File: src/arcade_pkg.sv
/*
 * Arcade frontend shared definitions
 * Scan codes, host and game control bit positions, divider width
 */
package arcade_pkg;

	// ========================================================================
	// Keyboard scan codes (set 2, make codes)
	// ========================================================================
	localparam logic [7:0] key_up     = 8'h75;
	localparam logic [7:0] key_down   = 8'h72;
	localparam logic [7:0] key_left   = 8'h6B;
	localparam logic [7:0] key_right  = 8'h74;
	// ESC
	localparam logic [7:0] key_coin   = 8'h76;
	// F1 and F2
	localparam logic [7:0] key_start1 = 8'h05;
	localparam logic [7:0] key_start2 = 8'h06;
	// Space and Alt
	localparam logic [7:0] key_fire1  = 8'h29;
	localparam logic [7:0] key_fire2  = 8'h11;

	// Keyboard event word, scan code in bits 7..0
	localparam int kbd_toggle_bit  = 10;
	localparam int kbd_pressed_bit = 9;

	// ========================================================================
	// Host joystick word, active high
	// ========================================================================
	localparam int joy_right = 0;
	localparam int joy_left  = 1;
	localparam int joy_down  = 2;
	localparam int joy_up    = 3;
	localparam int joy_fire1 = 4;
	localparam int joy_fire2 = 5;

	// Game joystick word, active low
	localparam int game_up    = 0;
	localparam int game_down  = 1;
	localparam int game_left  = 2;
	localparam int game_right = 3;
	localparam int game_fire  = 4;

	// Game switch word, active low
	localparam int sw_start1 = 0;
	localparam int sw_coin   = 1;
	localparam int sw_test_a = 2;
	localparam int sw_start2 = 3;
	localparam int sw_test_b = 4;

	// Host option status bits
	localparam int status_reset_a = 0;
	localparam int status_test    = 1;
	localparam int status_rotate  = 2;
	localparam int status_reset_b = 6;

	// Pixel enable divider width, divide by 4
	localparam int ce_div_bits = 2;

endpackage
File: src/arcade_frontend.sv
/*
 * Arcade platform frontend
 * Keyboard, control mapping, video output and audio DAC around the game core
 */
module arcade_frontend #(
	parameter int CE_DIV_BITS = arcade_pkg::ce_div_bits,
	parameter int DAC_BITS    = 16
) (
	input  logic        clk_sys,
	input  logic        reset,
	// Host interface
	input  logic [10:0] ps2_key,
	input  logic [7:0]  joystick_0,
	input  logic [7:0]  joystick_1,
	input  logic [31:0] status,
	input  logic [1:0]  host_buttons,
	// Game controls and reset
	output logic [4:0]  game_joy_a,
	output logic [4:0]  game_joy_b,
	output logic [4:0]  game_sw,
	output logic        game_reset,
	// Game video, valid on ce_pix
	output logic        ce_pix,
	input  logic [2:0]  video_r,
	input  logic [2:0]  video_g,
	input  logic [1:0]  video_b,
	input  logic        hsync,
	input  logic        vsync,
	input  logic        hblank,
	input  logic        vblank,
	// VGA pins
	output logic [5:0]  vga_r,
	output logic [5:0]  vga_g,
	output logic [5:0]  vga_b,
	output logic        vga_hs,
	output logic        vga_vs,
	// Sound
	input  logic [7:0]  audio,
	output logic        audio_l,
	output logic        audio_r
);

	// Held key flags
	logic kb_up, kb_down, kb_left, kb_right;
	logic kb_coin, kb_start1, kb_start2;
	logic kb_fire1, kb_fire2;

	// ========================================================================
	// Controls
	// ========================================================================
	kbd_button_latch kbd_i (
		.clk_sys   (clk_sys),
		.reset     (reset),
		.ps2_key   (ps2_key),
		.kb_up     (kb_up),
		.kb_down   (kb_down),
		.kb_left   (kb_left),
		.kb_right  (kb_right),
		.kb_coin   (kb_coin),
		.kb_start1 (kb_start1),
		.kb_start2 (kb_start2),
		.kb_fire1  (kb_fire1),
		.kb_fire2  (kb_fire2)
	);

	control_mapper ctrl_i (
		.clk_sys      (clk_sys),
		.reset        (reset),
		.kb_up        (kb_up),
		.kb_down      (kb_down),
		.kb_left      (kb_left),
		.kb_right     (kb_right),
		.kb_coin      (kb_coin),
		.kb_start1    (kb_start1),
		.kb_start2    (kb_start2),
		.kb_fire1     (kb_fire1),
		.kb_fire2     (kb_fire2),
		.joystick_0   (joystick_0),
		.joystick_1   (joystick_1),
		.status       (status),
		.host_buttons (host_buttons),
		.game_joy_a   (game_joy_a),
		.game_joy_b   (game_joy_b),
		.game_sw      (game_sw),
		.game_reset   (game_reset)
	);

	// ========================================================================
	// Video and audio
	// ========================================================================
	video_out #(
		.CE_DIV_BITS (CE_DIV_BITS)
	) video_i (
		.clk_sys (clk_sys),
		.reset   (reset),
		.video_r (video_r),
		.video_g (video_g),
		.video_b (video_b),
		.hsync   (hsync),
		.vsync   (vsync),
		.hblank  (hblank),
		.vblank  (vblank),
		.ce_pix  (ce_pix),
		.vga_r   (vga_r),
		.vga_g   (vga_g),
		.vga_b   (vga_b),
		.vga_hs  (vga_hs),
		.vga_vs  (vga_vs)
	);

	delta_sigma_dac #(
		.DAC_BITS (DAC_BITS)
	) dac_i (
		.clk_sys (clk_sys),
		.reset   (reset),
		.audio   (audio),
		.audio_l (audio_l)
	);

	// Mono game, both channels from one modulator
	assign audio_r = audio_l;

endmodule

File: src/delta_sigma_dac.sv
/*
 * First-order delta-sigma DAC
 * Sound sample repeated to DAC_BITS, accumulator carry is the audio bit
 */
module delta_sigma_dac #(
	parameter int DAC_BITS = 16
) (
	input  logic       clk_sys,
	input  logic       reset,
	input  logic [7:0] audio,
	output logic       audio_l
);

	// Copies of the byte to fill the accumulator width
	localparam int REPS = DAC_BITS / 8;

	logic [DAC_BITS-1:0] sample;
	logic [DAC_BITS-1:0] acc;
	logic [DAC_BITS:0]   sum;

	// 8'hFF maps to full scale, 8'h00 to zero
	assign sample = {REPS{audio}};

	// Extra top bit is the carry
	assign sum = {1'b0, acc} + {1'b0, sample};

	// ========================================================================
	// Accumulator and output bit
	// ========================================================================
	// Carries per 2**DAC_BITS cycles equal the sample value
	always_ff @(posedge clk_sys) begin
		if (reset) begin
			acc     <= '0;
			audio_l <= 1'b0;
		end else begin
			acc     <= sum[DAC_BITS-1:0];
			audio_l <= sum[DAC_BITS];
		end
	end

endmodule

File: src/video_out.sv
/*
 * Video output stage
 * Pixel enable, colour blanking, 3-3-2 to 6-6-6 expansion and sync alignment
 */
module video_out #(
	parameter int CE_DIV_BITS = 2
) (
	input  logic       clk_sys,
	input  logic       reset,
	input  logic [2:0] video_r,
	input  logic [2:0] video_g,
	input  logic [1:0] video_b,
	input  logic       hsync,
	input  logic       vsync,
	input  logic       hblank,
	input  logic       vblank,
	output logic       ce_pix,
	output logic [5:0] vga_r,
	output logic [5:0] vga_g,
	output logic [5:0] vga_b,
	output logic       vga_hs,
	output logic       vga_vs
);

	logic [CE_DIV_BITS-1:0] div;
	logic                   blank;
	logic [2:0]             r_vis;
	logic [2:0]             g_vis;
	logic [1:0]             b_vis;

	// ========================================================================
	// Pixel clock enable
	// ========================================================================
	// Free-running divider, enable one cycle after the wrap value
	always_ff @(posedge clk_sys) begin
		if (reset) begin
			div    <= '0;
			ce_pix <= 1'b0;
		end else begin
			div    <= div + 1'b1;
			ce_pix <= (div == '1);
		end
	end

	// ========================================================================
	// Colour path
	// ========================================================================
	// Black during either blanking interval
	assign blank = hblank | vblank;
	assign r_vis = blank ? 3'd0 : video_r;
	assign g_vis = blank ? 3'd0 : video_g;
	assign b_vis = blank ? 2'd0 : video_b;

	// Sampled on the pixel enable, held until the next one
	always_ff @(posedge clk_sys) begin
		if (reset) begin
			vga_r  <= '0;
			vga_g  <= '0;
			vga_b  <= '0;
			vga_hs <= 1'b0;
			vga_vs <= 1'b0;
		end else if (ce_pix) begin
			// Bit repeat keeps full scale at both ends
			vga_r  <= {r_vis, r_vis};
			vga_g  <= {g_vis, g_vis};
			// Blue is 2 bits, top bit padded to 3 first
			vga_b  <= {b_vis, b_vis[1], b_vis, b_vis[1]};
			// Sync rides with colour, same latency
			vga_hs <= hsync;
			vga_vs <= vsync;
		end
	end

	// Enable is a single-cycle pulse
	a_ce_single_pulse: assert property (
		@(posedge clk_sys) disable iff (reset)
		ce_pix |=> !ce_pix
	);

endmodule

File: src/control_mapper.sv
/*
 * Control mapper
 * Merges keyboard and host joysticks into the active-low game inputs and reset
 */
module control_mapper (
	input  logic        clk_sys,
	input  logic        reset,
	input  logic        kb_up,
	input  logic        kb_down,
	input  logic        kb_left,
	input  logic        kb_right,
	input  logic        kb_coin,
	input  logic        kb_start1,
	input  logic        kb_start2,
	input  logic        kb_fire1,
	input  logic        kb_fire2,
	input  logic [7:0]  joystick_0,
	input  logic [7:0]  joystick_1,
	input  logic [31:0] status,
	input  logic [1:0]  host_buttons,
	output logic [4:0]  game_joy_a,
	output logic [4:0]  game_joy_b,
	output logic [4:0]  game_sw,
	output logic        game_reset
);

	logic       up_raw, down_raw, left_raw, right_raw;
	logic       fire_raw;
	logic       rotated;
	logic [4:0] joy_next;
	logic [4:0] sw_next;
	logic       reset_next;

	// Keyboard plus both players' sticks, active high
	assign up_raw    = kb_up | joystick_0[arcade_pkg::joy_up]
		| joystick_1[arcade_pkg::joy_up];
	assign down_raw  = kb_down | joystick_0[arcade_pkg::joy_down]
		| joystick_1[arcade_pkg::joy_down];
	assign left_raw  = kb_left | joystick_0[arcade_pkg::joy_left]
		| joystick_1[arcade_pkg::joy_left];
	assign right_raw = kb_right | joystick_0[arcade_pkg::joy_right]
		| joystick_1[arcade_pkg::joy_right];

	// Game has one button, taken from the first fire input only
	assign fire_raw = kb_fire1
		| joystick_0[arcade_pkg::joy_fire1] | joystick_1[arcade_pkg::joy_fire1];

	// Option off means a vertical cabinet turned on its side
	assign rotated = ~status[arcade_pkg::status_rotate];

	// ========================================================================
	// Next values, still active high
	// ========================================================================
	always_comb begin
		joy_next = '0;
		if (rotated) begin
			joy_next[arcade_pkg::game_up]    = left_raw;
			joy_next[arcade_pkg::game_down]  = right_raw;
			joy_next[arcade_pkg::game_left]  = down_raw;
			joy_next[arcade_pkg::game_right] = up_raw;
		end else begin
			joy_next[arcade_pkg::game_up]    = up_raw;
			joy_next[arcade_pkg::game_down]  = down_raw;
			joy_next[arcade_pkg::game_left]  = left_raw;
			joy_next[arcade_pkg::game_right] = right_raw;
		end
		joy_next[arcade_pkg::game_fire] = fire_raw;

		// Test option drives both test switches
		sw_next                        = '0;
		sw_next[arcade_pkg::sw_start1] = kb_start1;
		sw_next[arcade_pkg::sw_coin]   = kb_coin;
		sw_next[arcade_pkg::sw_test_a] = status[arcade_pkg::status_test];
		sw_next[arcade_pkg::sw_start2] = kb_start2;
		sw_next[arcade_pkg::sw_test_b] = status[arcade_pkg::status_test];
	end

	// Reset menu entries and the host reset button
	assign reset_next = status[arcade_pkg::status_reset_a]
		| status[arcade_pkg::status_reset_b] | host_buttons[1];

	// Registered, inverted to active low
	always_ff @(posedge clk_sys) begin
		if (reset) begin
			game_joy_a <= '1;
			game_joy_b <= '1;
			game_sw    <= '1;
			game_reset <= 1'b1;
		end else begin
			game_joy_a <= ~joy_next;
			game_joy_b <= ~joy_next;
			game_sw    <= ~sw_next;
			game_reset <= reset_next;
		end
	end

	// Both game ports see the same merged controls
	a_joy_ports_equal: assert property (
		@(posedge clk_sys) disable iff (reset)
		game_joy_a == game_joy_b
	);

endmodule

File: src/kbd_button_latch.sv
/*
 * Keyboard button latch
 * Turns toggle-marked key events into one held pressed flag per game key
 */
module kbd_button_latch (
	input  logic        clk_sys,
	input  logic        reset,
	input  logic [10:0] ps2_key,
	output logic        kb_up,
	output logic        kb_down,
	output logic        kb_left,
	output logic        kb_right,
	output logic        kb_coin,
	output logic        kb_start1,
	output logic        kb_start2,
	output logic        kb_fire1,
	output logic        kb_fire2
);

	// Flag slots inside the held vector
	localparam int f_up     = 0;
	localparam int f_down   = 1;
	localparam int f_left   = 2;
	localparam int f_right  = 3;
	localparam int f_coin   = 4;
	localparam int f_start1 = 5;
	localparam int f_start2 = 6;
	localparam int f_fire1  = 7;
	localparam int f_fire2  = 8;

	logic [8:0] flags;
	logic       toggle_q;
	logic       kbd_event;
	logic       pressed;
	logic [7:0] code;

	// Event word fields
	assign pressed = ps2_key[arcade_pkg::kbd_pressed_bit];
	assign code    = ps2_key[7:0];

	// New event whenever toggle differs from last copy
	assign kbd_event = ps2_key[arcade_pkg::kbd_toggle_bit] != toggle_q;

	// ========================================================================
	// Toggle tracking and flag update
	// ========================================================================
	always_ff @(posedge clk_sys) begin
		// Copy tracks the toggle also during reset, so no stale event after it
		toggle_q <= ps2_key[arcade_pkg::kbd_toggle_bit];
		if (reset) begin
			flags <= '0;
		end else if (kbd_event) begin
			case (code)
				arcade_pkg::key_up:     flags[f_up]     <= pressed;
				arcade_pkg::key_down:   flags[f_down]   <= pressed;
				arcade_pkg::key_left:   flags[f_left]   <= pressed;
				arcade_pkg::key_right:  flags[f_right]  <= pressed;
				arcade_pkg::key_coin:   flags[f_coin]   <= pressed;
				arcade_pkg::key_start1: flags[f_start1] <= pressed;
				arcade_pkg::key_start2: flags[f_start2] <= pressed;
				arcade_pkg::key_fire1:  flags[f_fire1]  <= pressed;
				arcade_pkg::key_fire2:  flags[f_fire2]  <= pressed;
				// Other keys are of no interest to the game
				default: ;
			endcase
		end
	end

	// Flag outputs
	assign kb_up     = flags[f_up];
	assign kb_down   = flags[f_down];
	assign kb_left   = flags[f_left];
	assign kb_right  = flags[f_right];
	assign kb_coin   = flags[f_coin];
	assign kb_start1 = flags[f_start1];
	assign kb_start2 = flags[f_start2];
	assign kb_fire1  = flags[f_fire1];
	assign kb_fire2  = flags[f_fire2];

	// One event carries one scan code, so one flag at most
	a_one_flag_per_cycle: assert property (
		@(posedge clk_sys) disable iff (reset)
		$countones(flags ^ $past(flags)) <= 1
	);

endmodule

File: config.mk
export PLATFORM = sky130hd
export DESIGN_NAME = arcade_frontend
export DESIGN_NICKNAME = d
export VERILOG_FILES = /design/src/arcade_pkg.sv /design/src/arcade_frontend.sv /design/src/delta_sigma_dac.sv /design/src/video_out.sv /design/src/control_mapper.sv /design/src/kbd_button_latch.sv
export SDC_FILE = /design/constraint.sdc
export NUM_CORES = 1
export LEC_CHECK = 0
export BUFFER_PORTS_ARGS = -buffer_cell sky130_fd_sc_hd__buf_2
export CORE_MARGIN = 10
export CORE_UTILIZATION = 50
export DETAILED_ROUTE_END_ITERATION = 10
export PLACE_DENSITY = 0.84
export SLEW_MARGIN = 10
export SYNTH_ARGS = -nofsm -noshare
export SYNTH_HDL_FRONTEND = slang
export SYNTH_SLANG_ARGS = --single-unit
File: constraint.sdc
create_clock -name clk_sys -period 5.1 [get_ports clk_sys]
set_input_delay 0.51 -clock clk_sys [delete_from_list [all_inputs] [get_ports clk_sys]]
set_output_delay 0.51 -clock clk_sys [all_outputs]
set_load 0.01 [all_outputs]
# Word level (Yosys, flattened, before mapping)
# Cells that the tools add are included.
# word_totals
inputBits	83
memories	0
rom_bits	0
elab_cells	60
ff_bits	60
latchBits	0
output_inout_bits	39
mem_bits_rw	0
# op_classes
magnitude_cmp	0
n_shift	0
muxes	4
add_sub_neg	2
div_mod_pow	0
bitwise_logic	15
reduce_logical	8
multipliers	0
eq_ne	10
# op_table
op	count
8-bit by 7-bit equality test with 1-bit output (second input constant)	5
16-bit by 16-bit adder with 17-bit output	1
8-bit by 3-bit equality test with 1-bit output (second input constant)	2
2-bit AND reduction	8
1-bit bitwise OR	13
5-bit NOT	2
8-bit by 6-bit equality test with 1-bit output (second input constant)	1
3-bit 2-to-1 mux	2
4-bit 2-to-1 mux	1
2-bit by 1-bit adder with 2-bit output (second input constant)	1
2-bit equality test (second input constant)	1
2-bit 2-to-1 mux	1
1-bit != test	1

# Logic depth before layout (Yosys ltp)
# logic_depth
word_depth	4
ltp_mapped	7

# Cells and area by module
# From an unflattened synthesis, not the netlist that was laid out.
# unflattened
hier_cells	278
area_unflattened_um2	2741.4
# modules_own_cells
mod	seq_area_each_um2	area_each_um2	n_inst	cells_each
delta_sigma_dac	340.3	1197.4	1	132
video_out	260.2	586.8	1	57
kbd_button_latch	200.2	554.3	1	51
control_mapper	200.2	395.4	1	37
arcade_frontend	0.0	7.5	1	1

# Least setup slack after synthesis
# No wires, ideal clock.
# synth_timing
kind	in2reg
startpoint	input port audio[0]
endpoint	register dac_i.acc[14]
required_time_ns	4.977
stages	7
arrival_time_ns	2.279
path_buffers	0
setup_time_ns	0.123
setup_slack_ns	2.698
path_cell_list	ha_1 -> fa_1 -> a21o_1 -> a221oi_2 -> o211ai_2 -> a31oi_1 -> mux2_1
# synth_via
elab_chain_cells	1
# synth_lines
element	line_no	source
from (decl)	arcade_frontend.sv:38	input logic [7:0] audio,
16-bit by 16-bit adder with 17-bit output	delta_sigma_dac.sv:25	assign sum = {1'b0, acc} + {1'b0, sample};
to (signal assigned)	delta_sigma_dac.sv:36	acc <= sum[DAC_BITS-1:0];
to (decl)	delta_sigma_dac.sv:18	logic [DAC_BITS-1:0] acc;
# No other way between the ends.
# A chain may end at the register's enable or synchronous reset.

# Worst setup path in the final report
# Ends and elaborated chain as after synthesis.

==> run metrics <==
# rows=25; setup_tns=0 ps; ratio of final minimum period to clock period=47.7%; Worst slew margin=40.5%; pin count of the biggest net entering global routing=55; Worst-path clk slew=90 ps; crit end category=flip-flop; Yosys cell types=43; Yosys warnings=0; synthesized flop and latch total=49; Num CTS Buffers=5; Total Power=1.18 mW; most common flop cell mapped by yosys=dfxtp_1; Global Route met2 Usage=24.1%; Critical Path AT=2620 ps; Post-CTS Setup Bufs=0; Total Routed Length=5770 um; ANT cells=0; FFs w/ async S/R, synth=0%; critical path's largest stage delay=410 ps; Clock Path Buffers=2; drt drc=0; gpl congestion=0.839; Final min period=2430 ps; Final Cell Area=2930 um2; Required @ worst endpoint=5290 ps; crit path launch type=primary input; PostCTS Resize Cnt=0; Synth area leaders=dfxtp_1, ha_1, buf_4, nor2_1, mux2i_1; Final HPWL DP=4570 um; Reg-to-Reg Start=dac_i.acc[0]; Post-DP Area=2840 um2; number of synthesized flops with an enable pin=0; max-cap viol count=0; Finished Core Util=61.3%; Layout area overhead=16.9%; GR Util met3=5.49%; PD cells=403 nW/um2; Worst-Skew Late Latency=300 ps; LEAKAGE=1.36 nW; critical path startpoint=audio[0]; crit-path cells=buf_2 > ha_1 > fa_1 > a21o_1 > a221oi_2 > o211ai_2 > a31oi_1 > mux2_1; top-count cell post-synth=dfxtp_1; worst-margin pin slew=892 ps; Post-synth top cells=dfxtp_1, nor2_1, a21oi_1, buf_4, ha_1; grt met1 use=14.7%; post-synth top area share=39.1%; initial antenna violation count=0; Remaining Overflow, GRT=0; Max Fclk=411 MHz; CP Max Fanout=3; GRT Total Usage=13.7%; vias in the first global route=2119; minimum setup slack among reg-to-reg paths=2710 ps; crit path max-delay cell type=fa_1; Initial DRC Count=74; share of layout cells above drive strength 1=29.4%; skew final=4.03 ps; Nets=433; chip width=90.8 um; Post-Syn Nets=371; Syn Inst Count=270; CTS tree=yes; Ports=122; first-pass GRT wire length=9600 um; setup violators final=0; core area=4790 um2; Root Driver=clkbuf_8; CTS Hold Buffers Added=0; final slew viol count=0; final hold vios=0; RSZ-0062 raised after global routing=no; starting density of the core=52.4%; CTS sink count=49; via count=2130; First-pass DRT Iterations=4; Die Ht=90.8 um; Cell Area, Synth=2510 um2; Non-Filler Instances=400; die area=8250 um2; Avg WL per Cell=14.4 um; sequential share of the synthesized area=39.1%; Syn Area/Cell=9.29 um2; grt peak-use layer=met2; Hold Path Class=in -> reg; status=finished clean; PortBufs=85; peak supply drop=0.238 mV; crit path to=dac_i.acc[14]; worst r2r path cells=7; Post-Place Cells=392; largest area contributor in the netlist=dfxtp_1; critical setup path kind=in -> reg; H-tree depth=2; drt via density=5.33; ANT nets after route=0; RR Endpoint=dac_i.acc[14]
## placed cells by master, fill, tap and decap left out, types with 2 or more instances in the layout
cell type   netlist  routed
nand2b_1         13      13
nor3b_1           2       2
nand4_1           3       3
nor2b_1          11      11
buf_2             0      85
clkbuf_8          0       5
nand3_1          11      11
mux2i_1           9       9
xnor2_1           5       5
xor2_1            4       4
mux2_1            5       5
and3_1            2       2
a21oi_1          17      17
a21o_1           10      10
nor3_1            8       8
o21ai_0           2       2
clkinvlp_4        0       3
nand2_1           5       5
a211o_1           4       4
ha_1             17      17
dfxtp_1          49      49
a31oi_1           6       6
nand3b_1          4       4
o21ai_1           2       2
nor2_1           26      26
nor4_1            6       6
and4_1            3       3
## worst max-delay path: cells and delay by family
| kind | cells | cell delay [ps] |
|---|---|---|
| compound gates | 4 | 1020 |
| fa+ha+maj | 2 | 630 |
| buf+inv | 1 | 120 |
| mux | 1 | 350 |
## stage by stage
| step | setup slack (ps) | hold WS [ps] |
|---|---|---|
| 6_report | 2670 | 328 |
| 5_1_grt | 2620 | 309 |
| 4_1_cts | 2700 | 322 |
| 3_5_place_dp | 2380 | 380 |
| 3_3_place_gp | 2390 | 372 |
| 2_1_floorplan | 2700 | 367 |
## layout make-up
class / count / area (um2)
Fill cell: 422 / 1850
Multi-Input combinational cell: 191 / 1350
Sequential cell: 49 / 981
Timing Repair Buffer: 85 / 425
Tap cell: 67 / 83.8
Clock buffer: 5 / 68.8
Clock inverter: 3 / 22.5
## state kept, by name (all words and copies together) (netlist names), 2 cells and up
signal             flops
ctrl_i.game_sw         4
video_i.vga_b          2
dac_i.acc             16
video_i.div            2
video_i.vga_g          3
video_i.vga_r          3
kbd_i.flags            8
ctrl_i.game_joy_a      5
## cells by family after synthesis
family          synth area share (%)
buf+inv                         7.03
fa+ha+maj                       9.28
compound gates                  13.3
flops                           39.1
simple gates                    21.8
mux                             6.28
xor+xnor                        3.14
## metal layers
layer  wire length (um)  vias up
met5                  0        -
met4                 71        0
met3                500        8
met2               2800       76
met1               2400      974
li1                   -     1072
## worst min-delay path by stage
stage	startpoint	cells after the start	slack, ps	end
finish	ps2_key[10]	1	330	kbd_i.toggle_q
global route	ps2_key[10]	1	310	kbd_i.toggle_q
CTS	ps2_key[10]	1	320	kbd_i.toggle_q
detailed placement	kbd_i.flags[6]	1	380	ctrl_i.game_sw[3]
global placement	kbd_i.flags[4]	1	370	ctrl_i.game_sw[1]
floorplan	kbd_i.flags[5]	1	370	ctrl_i.game_sw[0]
## power by group
part | internal [mW] | total (mW) | switching (mW) | leakage [nW]
combinational | 0.227 | 0.487 | 0.260 | 0.924
sequential | 0.446 | 0.469 | 0.0229 | 0.403
clock | 0.0962 | 0.225 | 0.128 | 0.0364
No activity file was read; power rests on OpenSTA's default activity.
